### config.mk
export PLATFORM = sky130hd
export DESIGN_NAME = execute_stage
export DESIGN_NICKNAME = d
export VERILOG_FILES = /design/src/hw/mips_isa_pkg.sv /design/src/hw/execute_stage.sv
export VERILOG_INCLUDE_DIRS = /design/src /design/src/hw
export SDC_FILE = /design/constraint.sdc
export NUM_CORES = 1
export LEC_CHECK = 0
export ABC_AREA = 1
export BUFFER_PORTS_ARGS = -buffer_cell sky130_fd_sc_hd__buf_4
export CORE_UTILIZATION = 57
export CTS_BUF_LIST = sky130_fd_sc_hd__clkbuf_8
export CTS_CLUSTER_DIAMETER = 150
export DETAILED_ROUTE_END_ITERATION = 6
export PLACE_DENSITY_LB_ADDON = 0.05
export SKIP_CTS_REPAIR_TIMING = 1
export SLEW_MARGIN = 5
export SYNTH_ARGS = -nofsm -noshare
export SYNTH_HDL_FRONTEND = slang
export SYNTH_SLANG_ARGS = --single-unit
### constraint.sdc
create_clock -name clk -period 3.6 [get_ports clk]
set_input_delay 0.18 -clock clk [delete_from_list [all_inputs] [get_ports clk]]
set_output_delay 0.18 -clock clk [all_outputs]
set_load 0.01 [all_outputs]
### src/hw/mips_config.svh
`ifndef MIPS_CONFIG_SVH
`define MIPS_CONFIG_SVH

// datapath
`define MIPS_XLEN 32      // data and address width
`define MIPS_REG_AW 5     // 32 architectural registers

// memories
`define MIPS_IMEM_DEPTH 64   // instruction words
`define MIPS_DMEM_DEPTH 64   // data words
`define MIPS_MEM_AW 6        // word index into either memory

// debug port address map
`define MIPS_APB_AW 12        // byte address width on apb
`define MIPS_APB_DMEM_BIT 11  // set selects data memory, clear selects imem

`endif

### src/hw/mips_isa_pkg.sv
`default_nettype none

package mips_isa_pkg;

	// primary opcode field, inst[31:26]
	typedef enum logic [5:0] {
		op_rtype = 6'b000000,
		op_beq   = 6'b000100,
		op_addi  = 6'b001000,
		op_lw    = 6'b100011,
		op_sw    = 6'b101011
	} opcode_e;

	// function field of r-type, inst[5:0]
	typedef enum logic [5:0] {
		fn_add = 6'd32,
		fn_sub = 6'd34,
		fn_and = 6'd36,
		fn_or  = 6'd37,
		fn_nor = 6'd39,
		fn_slt = 6'd42
	} funct_e;

	// coarse alu request from decode
	typedef enum logic [1:0] {
		alu_cls_mem_add    = 2'd0, // lw, sw, addi
		alu_cls_branch_sub = 2'd1, // beq compare
		alu_cls_rtype      = 2'd2  // look at funct
	} alu_class_e;

	// alu operation select
	typedef enum logic [3:0] {
		alu_and  = 4'd0,
		alu_or   = 4'd1,
		alu_add  = 4'd2,
		alu_sub  = 4'd6,
		alu_slt  = 4'd7,
		alu_nor  = 4'd12,
		alu_none = 4'd15 // result forced to zero
	} alu_sel_e;

endpackage

`default_nettype wire

### src/hw/execute_stage.sv
`timescale 1ns/1ps
`default_nettype none
`include "mips_config.svh"

module execute_stage import mips_isa_pkg::*;
(
	input  logic                    clk,
	input  logic                    rst,
	input  logic [`MIPS_XLEN-1:0]   e_pc_next,
	input  logic [`MIPS_XLEN-1:0]   e_rs_val,
	input  logic [`MIPS_XLEN-1:0]   e_rt_val,
	input  logic [`MIPS_XLEN-1:0]   e_imm,
	input  logic [`MIPS_REG_AW-1:0] e_rt,
	input  logic [`MIPS_REG_AW-1:0] e_rd,
	input  funct_e                  e_funct,
	input  alu_class_e              e_alu_class,
	input  logic                    e_alu_src_imm,
	input  logic                    e_dest_rd,
	input  logic                    e_regwrite,
	input  logic                    e_memread,
	input  logic                    e_memwrite,
	input  logic                    e_memtoreg,
	input  logic                    e_branch,
	output logic [`MIPS_XLEN-1:0]   m_alu_res,
	output logic [`MIPS_XLEN-1:0]   m_rt_val,
	output logic [`MIPS_XLEN-1:0]   m_branch_target,
	output logic                    m_zero,
	output logic [`MIPS_REG_AW-1:0] m_dest,
	output logic                    m_regwrite,
	output logic                    m_memread,
	output logic                    m_memwrite,
	output logic                    m_memtoreg,
	output logic                    m_branch
);

	alu_sel_e              alu_sel;
	logic [`MIPS_XLEN-1:0] alu_b;
	logic [`MIPS_XLEN-1:0] alu_res;

	// alu control
	always_comb
	begin
		case (e_alu_class)
			alu_cls_mem_add:    alu_sel = alu_add;
			alu_cls_branch_sub: alu_sel = alu_sub;
			default:
			begin
				case (e_funct)
					fn_add:  alu_sel = alu_add;
					fn_sub:  alu_sel = alu_sub;
					fn_and:  alu_sel = alu_and;
					fn_or:   alu_sel = alu_or;
					fn_nor:  alu_sel = alu_nor;
					fn_slt:  alu_sel = alu_slt;
					default: alu_sel = alu_none; // also the all-zero nop
				endcase
			end
		endcase
	end

	assign alu_b = e_alu_src_imm ? e_imm : e_rt_val;

	always_comb
	begin
		case (alu_sel)
			alu_and: alu_res = e_rs_val & alu_b;
			alu_or:  alu_res = e_rs_val | alu_b;
			alu_add: alu_res = e_rs_val + alu_b;
			alu_sub: alu_res = e_rs_val - alu_b;
			alu_slt: alu_res = ($signed(e_rs_val) < $signed(alu_b)) ? `MIPS_XLEN'(1) : '0;
			alu_nor: alu_res = ~(e_rs_val | alu_b);
			default: alu_res = '0;
		endcase
	end

	// ex/mem control
	always_ff @(posedge clk)
	begin
		if (!rst)
		begin
			m_regwrite <= 1'b0;
			m_memread  <= 1'b0;
			m_memwrite <= 1'b0;
			m_branch   <= 1'b0;
		end
		else
		begin
			m_regwrite <= e_regwrite;
			m_memread  <= e_memread;
			m_memwrite <= e_memwrite;
			m_branch   <= e_branch;
		end
	end

	// ex/mem payload
	always_ff @(posedge clk)
	begin
		m_alu_res       <= alu_res;
		m_zero          <= alu_res == '0;
		m_rt_val        <= e_rt_val;                 // store data
		m_branch_target <= e_pc_next + (e_imm << 2); // word offset from pc+4
		m_dest          <= e_dest_rd ? e_rd : e_rt;
		m_memtoreg      <= e_memtoreg;
	end

	// only a bad funct can reach the none select
	assert property (@(posedge clk) disable iff (!rst)
		alu_sel == alu_none |-> e_alu_class == alu_cls_rtype);

endmodule

`default_nettype wire

==> Implementation_results.wiki, run 1 <==
{| class="wikitable"
! Metric !! Value
|-
| Max capacitance violation total || 0
|-
| Average detailed-routed wire length per instance || about 17 um
|-
| Horiz. Die Dim || around 140 um
|-
| Antenna-violating nets left || 0
|-
| CTS clock-pin slew for the worst setup and hold paths || 100 ps
|-
| Via density per instance || 5.40
|-
| Most frequently used cell type in the post-synthesis netlist || sky130_fd_sc_hd__nand2_1
|-
| Cell type with the highest aggregate area in the netlist || sky130_fd_sc_hd__nand2_1
|-
| Endpoints failing hold || 3
|-
| Dominant combinational cell family by area after synthesis || simple AND/OR/NAND/NOR gates
|-
| Count of buffers from port buffering || roughly 260
|-
| Bufs on Longest Clock Path || 2
|-
| YS warnings || 0
|-
| Total via count after detailed routing || roughly 13000
|-
| First-pass iteration count of the detailed router || 6
|-
| Min Hold Slack || -19.2 ps
|-
| CTS root buf || sky130_fd_sc_hd__clkbuf_8
|-
| CP Launch Type || input port
|-
| Clock period minus worst slack || 3430 ps
|-
| Sinks on the clock net || approximately 110
|-
| CP bufs+invs || 4
|-
| Filler Cells Inserted || 1638
|-
| Die span in y || between 100 and 150 um
|-
| Status || finished, violations left
|-
| Area of the core region || 19400 um2
|-
| Simple-gate share of the synthesized area || 0.391
|-
| Area fraction of the dominant cell type after synthesis || 0.190
|-
| Area of placed instances || 13400 um2
|-
| Number of design rule violations left after detail routing || 0
|-
| Count of different cell masters after synthesis || 45
|-
| Violated checks || hold timing
|-
| Worst slew margin relative to its limit || 0.469
|-
| Count of mapped cells out of synthesis || 1906
|-
| Most instantiated flip-flop cell in the synthesis netlist || sky130_fd_sc_hd__dfxtp_1
|-
| Adder-Cell Fraction of Synth Area || 0.146
|-
| Worst endpoint data arrival time || around 3800 ps
|-
| I/O pin total || around 260
|-
| Vias in the first global route || 12000
|-
| Peak supply drop || between 0.0002 and 0.0003 V
|-
| Most numerous cell types in the synthesized netlist || sky130_fd_sc_hd__nand2_1 (572), sky130_fd_sc_hd__inv_1 (378), sky130_fd_sc_hd__nor2_1 (201)
|-
| Crit end category || register
|-
| Leakage power total || 8.17 nW
|-
| Worst path most repeated cell || sky130_fd_sc_hd__nand2_1
|-
| Hold Path Sink || m_regwrite$_SDFF_PN0_
|-
| Post-synth EDFFs || 0
|-
| Syn_nets || approximately 2200
|-
| Total negative slack for setup checks || 0 ps
|-
| Ordered list of cells on the worst path || dlygate4sd3_1 > buf_4 > o21ai_0 > inv_1 > ha_1 > fa_1 > inv_1 > nand3_1 > nand3_1 > nand2_1 > nand2_1 > nand2_1 > nand2_1 > nand2_1 > nand2_1 > nand2_1 > nand3_1 > nand2_1 > nor2_1 > nand2_1 > nor2_1 > nand2_1 > nor2_1
|-
| Final worst-path cycle share || 0.952
|-
| Leading cell types by total area after synthesis || sky130_fd_sc_hd__nand2_1 (19%), sky130_fd_sc_hd__dfxtp_1 (19%), sky130_fd_sc_hd__ha_1 (14%), sky130_fd_sc_hd__inv_1 (13%), sky130_fd_sc_hd__nor2_1 (6.7%)
|-
| Detailed-route wire length || ~41 mm
|-
| CTS Buf Count || 9
|-
| Fraction of final layout cells sized beyond drive strength 1 || 0.153
|-
| TritonCTS clock tree || yes
|-
| Mux share of post-synthesis cell area || 0.00500
|-
| Min-Delay Path Depth || 3
|-
| Fraction of registers with async set/reset || 0
|-
| Largest net degree at the start of global routing || between 40 and 50
|-
| Final non-filler cell total || about 2500
|-
| Gpl congestion || approximately 1
|-
| Critical hold path startpoint || e_regwrite
|-
| Share of the yosys chip area belonging to registers || 0.190
|-
| Global router's overall resource usage || 0.388
|-
| Global route overflow || 0
|-
| Slowest cell on crit path || sky130_fd_sc_hd__dlygate4sd3_1
|-
| Area fraction in compound gates after synthesis || 0.0806
|-
| Setup repair after global routing missed its margin || no
|-
| Number of antenna violations at the first check in global routing || 0
|-
| Syn Area/Cell || a little under 6 um2
|-
| Area growth from synthesis to layout || 25.0%
|-
| Xor and xnor area share after synthesis || 0.0373
|-
| Total count of max-transition violations in the final report || 0
|-
| Max Fanout on Critical Path || 3
|-
| Ratio of total power to cell area || roughly 320 nW/um2
|-
| Wire length of the first global-routing pass || approximately 60 mm
|-
| Floorplan die area || roughly 20000 um2
|-
| Kind of path behind the tightest hold check || in -> reg
|-
| Mapped Area || about 11000 um2
|-
| Starting density of the core || 0.581
|-
| Final instance area || 14100 um2
|-
| CTS H-tree lvls || 3
|-
| Final net count || between 2000 and 2500
|-
| Slew at the pin with the worst max-slew slack || a little under 800 ps
|-
| Fmax achieved || a little under 300 MHz
|-
| Setup Crit Path Kind || in -> reg
|-
| Stage delay of the slowest cell on the critical path || between 500 and 600 ps
|-
| Worst path top cell family by delay || simple AND/OR/NAND/NOR gates
|-
| Yosys reg bits || 107
|-
| Num rows || 51
|-
| Required time of the critical path || 3940 ps
|-
| Cell count after placement || between 2000 and 2500
|-
| Diode count || 0
|-
| Half-perimeter wire length after detailed placement || about 33 mm
|-
| Violation count after the first detailed-route iteration || 1189
|-
| Count of endpoints failing setup in the final report || 0
|}
## worst max-delay path by stage
stage                   from              to  cells past startpoint
3_3_place_gp   e_alu_src_imm  m_zero$_DFF_P_                     21
6_report         e_rt_val[0]  m_zero$_DFF_P_                     23
4_1_cts        e_alu_src_imm  m_zero$_DFF_P_                     21
3_5_place_dp   e_alu_src_imm  m_zero$_DFF_P_                     21
5_1_grt          e_rt_val[0]  m_zero$_DFF_P_                     23
2_1_floorplan  e_alu_src_imm  m_zero$_DFF_P_                     24
## area by class of cell
cell class | instances | area (um2) | area share
multi-input cells | 1376 | 7440 | 0.528
repair buffers | 319 | 2520 | 0.179
flip-flops and latches | 107 | 2140 | 0.152
inverters | 383 | 1440 | 0.102
well taps | 265 | 332 | 0.0235
clock buffers | 9 | 124 | 0.00879
clock inverters | 7 | 92.6 | 0.00657
## state kept, by name, summed over array words and instances, names as in the netlist
signal and flops:
m_memtoreg 1, m_zero 1, m_branch 1, m_memwrite 1
m_alu_res 32, m_dest 5, m_regwrite 1, m_rt_val 32
m_memread 1, m_branch_target 32
## cells by family (layout without fill, tap and decap cells)
| family | count (synthesis) | in the layout |
|---|---|---|
| adders and majority gates | 130 | 130 |
| AOI/OAI and AO/OA | 165 | 165 |
| and+or+nand+nor | 1028 | 1028 |
| DFF | 107 | 107 |
| xor gates and xnor gates | 48 | 48 |
| buffers and inverters | 423 | 718 |
| muxes | 5 | 5 |
## power breakdown
part	leakage [nW]	switching (mW)	internal (mW)	total (mW)
Combinational	7.16	1.35	0.863	2.22
Clock	0.109	0.501	0.340	0.841
Sequential	0.900	0.0545	1.36	1.41
## through the flow
stage	setup slack, ps	utilization	power [mW]	hold WS [ps]
finish	172	0.726	4.47	-19.2
global route	8.74	0.726	4.73	1.28
CTS	597	0.701	4.34	-154
detailed placement	183	0.690	3.52	286
global placement	207	0.690	3.49	285
floorplan	808	-	2.70	208
## cell usage in the layout, fill, tap and decap left out, types with 2 or more instances in the layout
cell type | netlist | routed
sky130_fd_sc_hd__nand2_1 | 572 | 572
sky130_fd_sc_hd__inv_1 | 378 | 378
sky130_fd_sc_hd__buf_4 | 3 | 270
sky130_fd_sc_hd__nor2_1 | 201 | 201
sky130_fd_sc_hd__nand3_1 | 147 | 147
sky130_fd_sc_hd__ha_1 | 127 | 127
sky130_fd_sc_hd__dfxtp_1 | 107 | 107
sky130_fd_sc_hd__a21oi_1 | 68 | 68
sky130_fd_sc_hd__o21ai_0 | 66 | 66
sky130_fd_sc_hd__dlygate4sd3_1 | 0 | 49
sky130_fd_sc_hd__xor2_1 | 35 | 35
sky130_fd_sc_hd__nand4_1 | 31 | 31
sky130_fd_sc_hd__or2_2 | 14 | 14
sky130_fd_sc_hd__nor3_1 | 13 | 13
sky130_fd_sc_hd__xnor2_1 | 13 | 13
sky130_fd_sc_hd__o21bai_1 | 10 | 10
sky130_fd_sc_hd__nand3b_1 | 10 | 10
sky130_fd_sc_hd__clkbuf_8 | 0 | 9
sky130_fd_sc_hd__or2_1 | 8 | 8
sky130_fd_sc_hd__nand3_2 | 6 | 6
sky130_fd_sc_hd__o21a_1 | 5 | 5
sky130_fd_sc_hd__mux2_2 | 5 | 5
sky130_fd_sc_hd__inv_2 | 4 | 4
sky130_fd_sc_hd__nor2_4 | 4 | 4
sky130_fd_sc_hd__nand2_4 | 4 | 4
sky130_fd_sc_hd__nand2_2 | 4 | 4
sky130_fd_sc_hd__nand4_2 | 4 | 4
sky130_fd_sc_hd__a21o_1 | 4 | 4
sky130_fd_sc_hd__a31oi_1 | 4 | 4
sky130_fd_sc_hd__and3_1 | 3 | 3
sky130_fd_sc_hd__fa_1 | 3 | 3
sky130_fd_sc_hd__nor2_2 | 2 | 2
sky130_fd_sc_hd__and2_1 | 2 | 2
sky130_fd_sc_hd__o211ai_1 | 2 | 2
sky130_fd_sc_hd__nor4_1 | 2 | 2
sky130_fd_sc_hd__clkinv_4 | 0 | 2
sky130_fd_sc_hd__inv_6 | 0 | 2
## layer usage
metal / vias to the layer above / global-route usage / share of wire
li1: 6439 / - / -
met1: 5997 / 0.501 / 0.40
met4: 0 / 0.156 / 0.036
met5: - / 0 / 0
met2: 776 / 0.624 / 0.45
met3: 108 / 0.0882 / 0.11
## worst min-delay path, cell delays in order
cell and delay, ps:
sky130_fd_sc_hd__buf_4 80, sky130_fd_sc_hd__nand2_1 50, sky130_fd_sc_hd__inv_1 50
(Power assumes the default switching activity.)
==> inputs of run 2 (changes only) <==
--- a/config.mk
+++ b/config.mk
@@ -8,7 +8,7 @@
 export LEC_CHECK = 0
 export ABC_AREA = 1
 export BUFFER_PORTS_ARGS = -buffer_cell sky130_fd_sc_hd__buf_4
-export CORE_UTILIZATION = 57
+export CORE_UTILIZATION = 30
 export CTS_BUF_LIST = sky130_fd_sc_hd__clkbuf_8
 export CTS_CLUSTER_DIAMETER = 150
 export DETAILED_ROUTE_END_ITERATION = 6
==> run 2 against run 1 <==
Against the previous run:
- the flow now finishes without violations
- combinational power grew 5%
- cell count grew 10%
- cell area grew 4.4%
- die area grew 89%
- setup slack gained 73 ps
- sequential cell count is the same
- fmax grew 2.2%
- count of clock-buffer cells in the layout is the same
- total power grew 1.7%
- critical path depth shrank 4
- worst hold slack gained 77 ps
- via count shrank 4.8%
- critical endpoint unchanged
- largest power group unchanged
- highest routed layer unchanged
==> Implementation_results.wiki, run 2 (synthesis gave the netlist of run 1 again) <==
{| class="wikitable"
! Metric !! Value
|-
| Antenna-violating nets left || 0
|-
| Total via count after detailed routing || between 10000 and 15000
|-
| Area used by multi-input combinational logic || about 7400 um2
|-
| Half-perimeter wire length after detailed placement || between 40 and 50 mm
|-
| Wire length of the first global-routing pass || 69.6 mm
|-
| Sinks on the clock net || around 110
|-
| TritonCTS clock tree || yes
|-
| Hold Path Sink || m_branch_target[31]$_DFF_P_
|-
| Fraction of final layout cells sized beyond drive strength 1 || 0.169
|-
| Max Fanout on Critical Path || 8
|-
| Max capacitance violation total || 0
|-
| Count of endpoints failing setup in the final report || 0
|-
| Final net count || between 2000 and 3000
|-
| CP bufs+invs || 3
|-
| Crit end category || register
|-
| Kind of path behind the tightest hold check || in -> reg
|-
| Fmax achieved || 298 MHz
|-
| Floorplan die area || 38300 um2
|-
| Via density per instance || about 4.7
|-
| CTS clock-pin slew for the worst setup and hold paths || ~110 ps
|-
| Worst slew margin relative to its limit || 0.416
|-
| Critical hold path startpoint || e_pc_next[31]
|-
| Area growth from synthesis to layout || 30.5%
|-
| First-pass iteration count of the detailed router || 5
|-
| CTS Buf Count || 9
|-
| Worst path top cell family by delay || simple AND/OR/NAND/NOR gates
|-
| Core occupancy in the finished layout || 0.400
|-
| Area of the core region || roughly 37000 um2
|-
| Leakage power total || ~8.4 nW
|-
| CTS root buf || sky130_fd_sc_hd__clkbuf_8
|-
| Stage delay of the slowest cell on the critical path || around 540 ps
|-
| CP Launch Type || input port
|-
| Detailed-route wire length || 47.2 mm
|-
| Diode count || 0
|-
| Worst Slack Setup Final || between 200 and 250 ps
|-
| Average detailed-routed wire length per instance || about 17 um
|-
| Global router's overall resource usage || 0.243
|-
| Slew at the pin with the worst max-slew slack || roughly 870 ps
|-
| Clock period minus worst slack || about 3400 ps
|-
| Count of buffers from port buffering || roughly 260
|-
| Peak supply drop || approximately 0.00023 V
|-
| Worst endpoint data arrival time || around 3700 ps
|-
| Highest-count cells in the layout ignoring fill and taps || sky130_fd_sc_hd__nand2_1 (572), sky130_fd_sc_hd__inv_1 (378), sky130_fd_sc_hd__buf_4 (313)
|-
| Ratio of total power to cell area || a little over 300 nW/um2
|-
| Die span in y || 196 um
|-
| Min-Delay Path Depth || 3
|-
| Vias in the first global route || 12000
|-
| Minimum setup slack after placement || -212 ps
|-
| Gpl congestion || about 0.96
|-
| Number of antenna violations at the first check in global routing || 0
|-
| Total negative slack for setup checks || 0 ps
|-
| Filler Cells Inserted || 4087
|-
| Largest net degree at the start of global routing || 42
|-
| Horiz. Die Dim || between 150 and 200 um
|-
| Number of design rule violations left after detail routing || 0
|-
| CTS H-tree lvls || 3
|-
| Slowest cell on crit path || sky130_fd_sc_hd__dlygate4sd3_1
|-
| Violation count after the first detailed-route iteration || about 900
|-
| Global route overflow || 0
|-
| Worst path most repeated cell || sky130_fd_sc_hd__nand2_1
|-
| Status || completed
|-
| Bufs on Longest Clock Path || 2
|-
| I/O pin total || around 260
|-
| Final worst-path cycle share || 0.932
|-
| Starting density of the core || 0.306
|-
| Most frequent standard cell in the layout excluding fill and tap cells || sky130_fd_sc_hd__nand2_1
|-
| Ordered list of cells on the worst path || dlygate4sd3_1 > buf_4 > o21ai_0 > ha_1 > nor2_1 > inv_1 > nor2_1 > nand2_1 > nor3_1 > nand2_1 > nand2_1 > nand2_1 > nand3_1 > nand3_1 > nor2_1 > nand2_1 > nor2_1 > nand2_1 > nor2_1
|-
| Endpoints failing hold || 0
|-
| Num rows || 70
|-
| Total count of max-transition violations in the final report || 0
|-
| Setup Crit Path Kind || in -> reg
|-
| Registers with the highest flip-flop counts || m_alu_res x32, m_branch_target x32, m_rt_val x32
|-
| Required time of the critical path || 3980 ps
|-
| Reg area || 2140 um2
|}
## run 2: cell types whose count changed in the layout (fill, tap and decap cells not counted)
cell	change
sky130_fd_sc_hd__buf_4	+43
sky130_fd_sc_hd__nor2_2	+1
sky130_fd_sc_hd__clkinv_4	+1
sky130_fd_sc_hd__nor2_1	-1
sky130_fd_sc_hd__dlygate4sd3_1	+6
sky130_fd_sc_hd__bufinv_16	-1
## run 2: final cells by class
class / instances / share of cell area
multi-input cells: 1376 / 0.506
repair buffers: 368 / 0.197
flip-flops and latches: 107 / 0.146
inverters: 383 / 0.0979
well taps: 468 / 0.0398
clock buffers: 9 / 0.00842
clock inverters: 7 / 0.00485
## run 2: stage by stage
step                instances  power, mW  hold WS [ps]  instance area [um2]
detailed placement       2647       3.69           287                14000
finish                   2718       4.54          57.6                14700
global placement         2647       3.70           285                14000
CTS                      2663       4.52          -215                14200
floorplan                1906       2.70           208                11300
global route             2718       4.87          68.9                14700
## run 2: power breakdown
part | switching, mW | leakage (nW) | internal, mW
Clock | 0.539 | 0.0991 | 0.271
Combinational | 1.41 | 7.39 | 0.917
Sequential | 0.0536 | 0.900 | 1.36
## run 2: per-layer routing
| layer | up-vias | track usage | share of wire |
|---|---|---|---|
| met2 | 417 | 0.370 | 0.42 |
| met3 | 33 | 0.0428 | 0.067 |
| met1 | 5698 | 0.348 | 0.49 |
| met4 | 0 | 0.0677 | 0.018 |
| li1 | 6531 | - | - |
| met5 | - | 0 | 0 |
## run 2: tightest hold or removal path, stage by stage
cell                     delay [ps]
sky130_fd_sc_hd__buf_4           80
sky130_fd_sc_hd__xor2_1          60
sky130_fd_sc_hd__xor2_1         140
## run 2: worst max path at each step
| stage | start | slack [ps] | cells past startpoint | end |
|---|---|---|---|---|
| after CTS | e_alu_src_imm | 260 | 21 | m_zero$_DFF_P_ |
| final | e_rt_val[18] | 250 | 19 | m_zero$_DFF_P_ |
| after global routing | e_alu_src_imm | -30 | 21 | m_zero$_DFF_P_ |
| after global placement | e_alu_src_imm | -120 | 21 | m_zero$_DFF_P_ |
| after detailed placement | e_alu_src_imm | -210 | 21 | m_zero$_DFF_P_ |
| after floorplan | e_alu_src_imm | 810 | 24 | m_zero$_DFF_P_ |
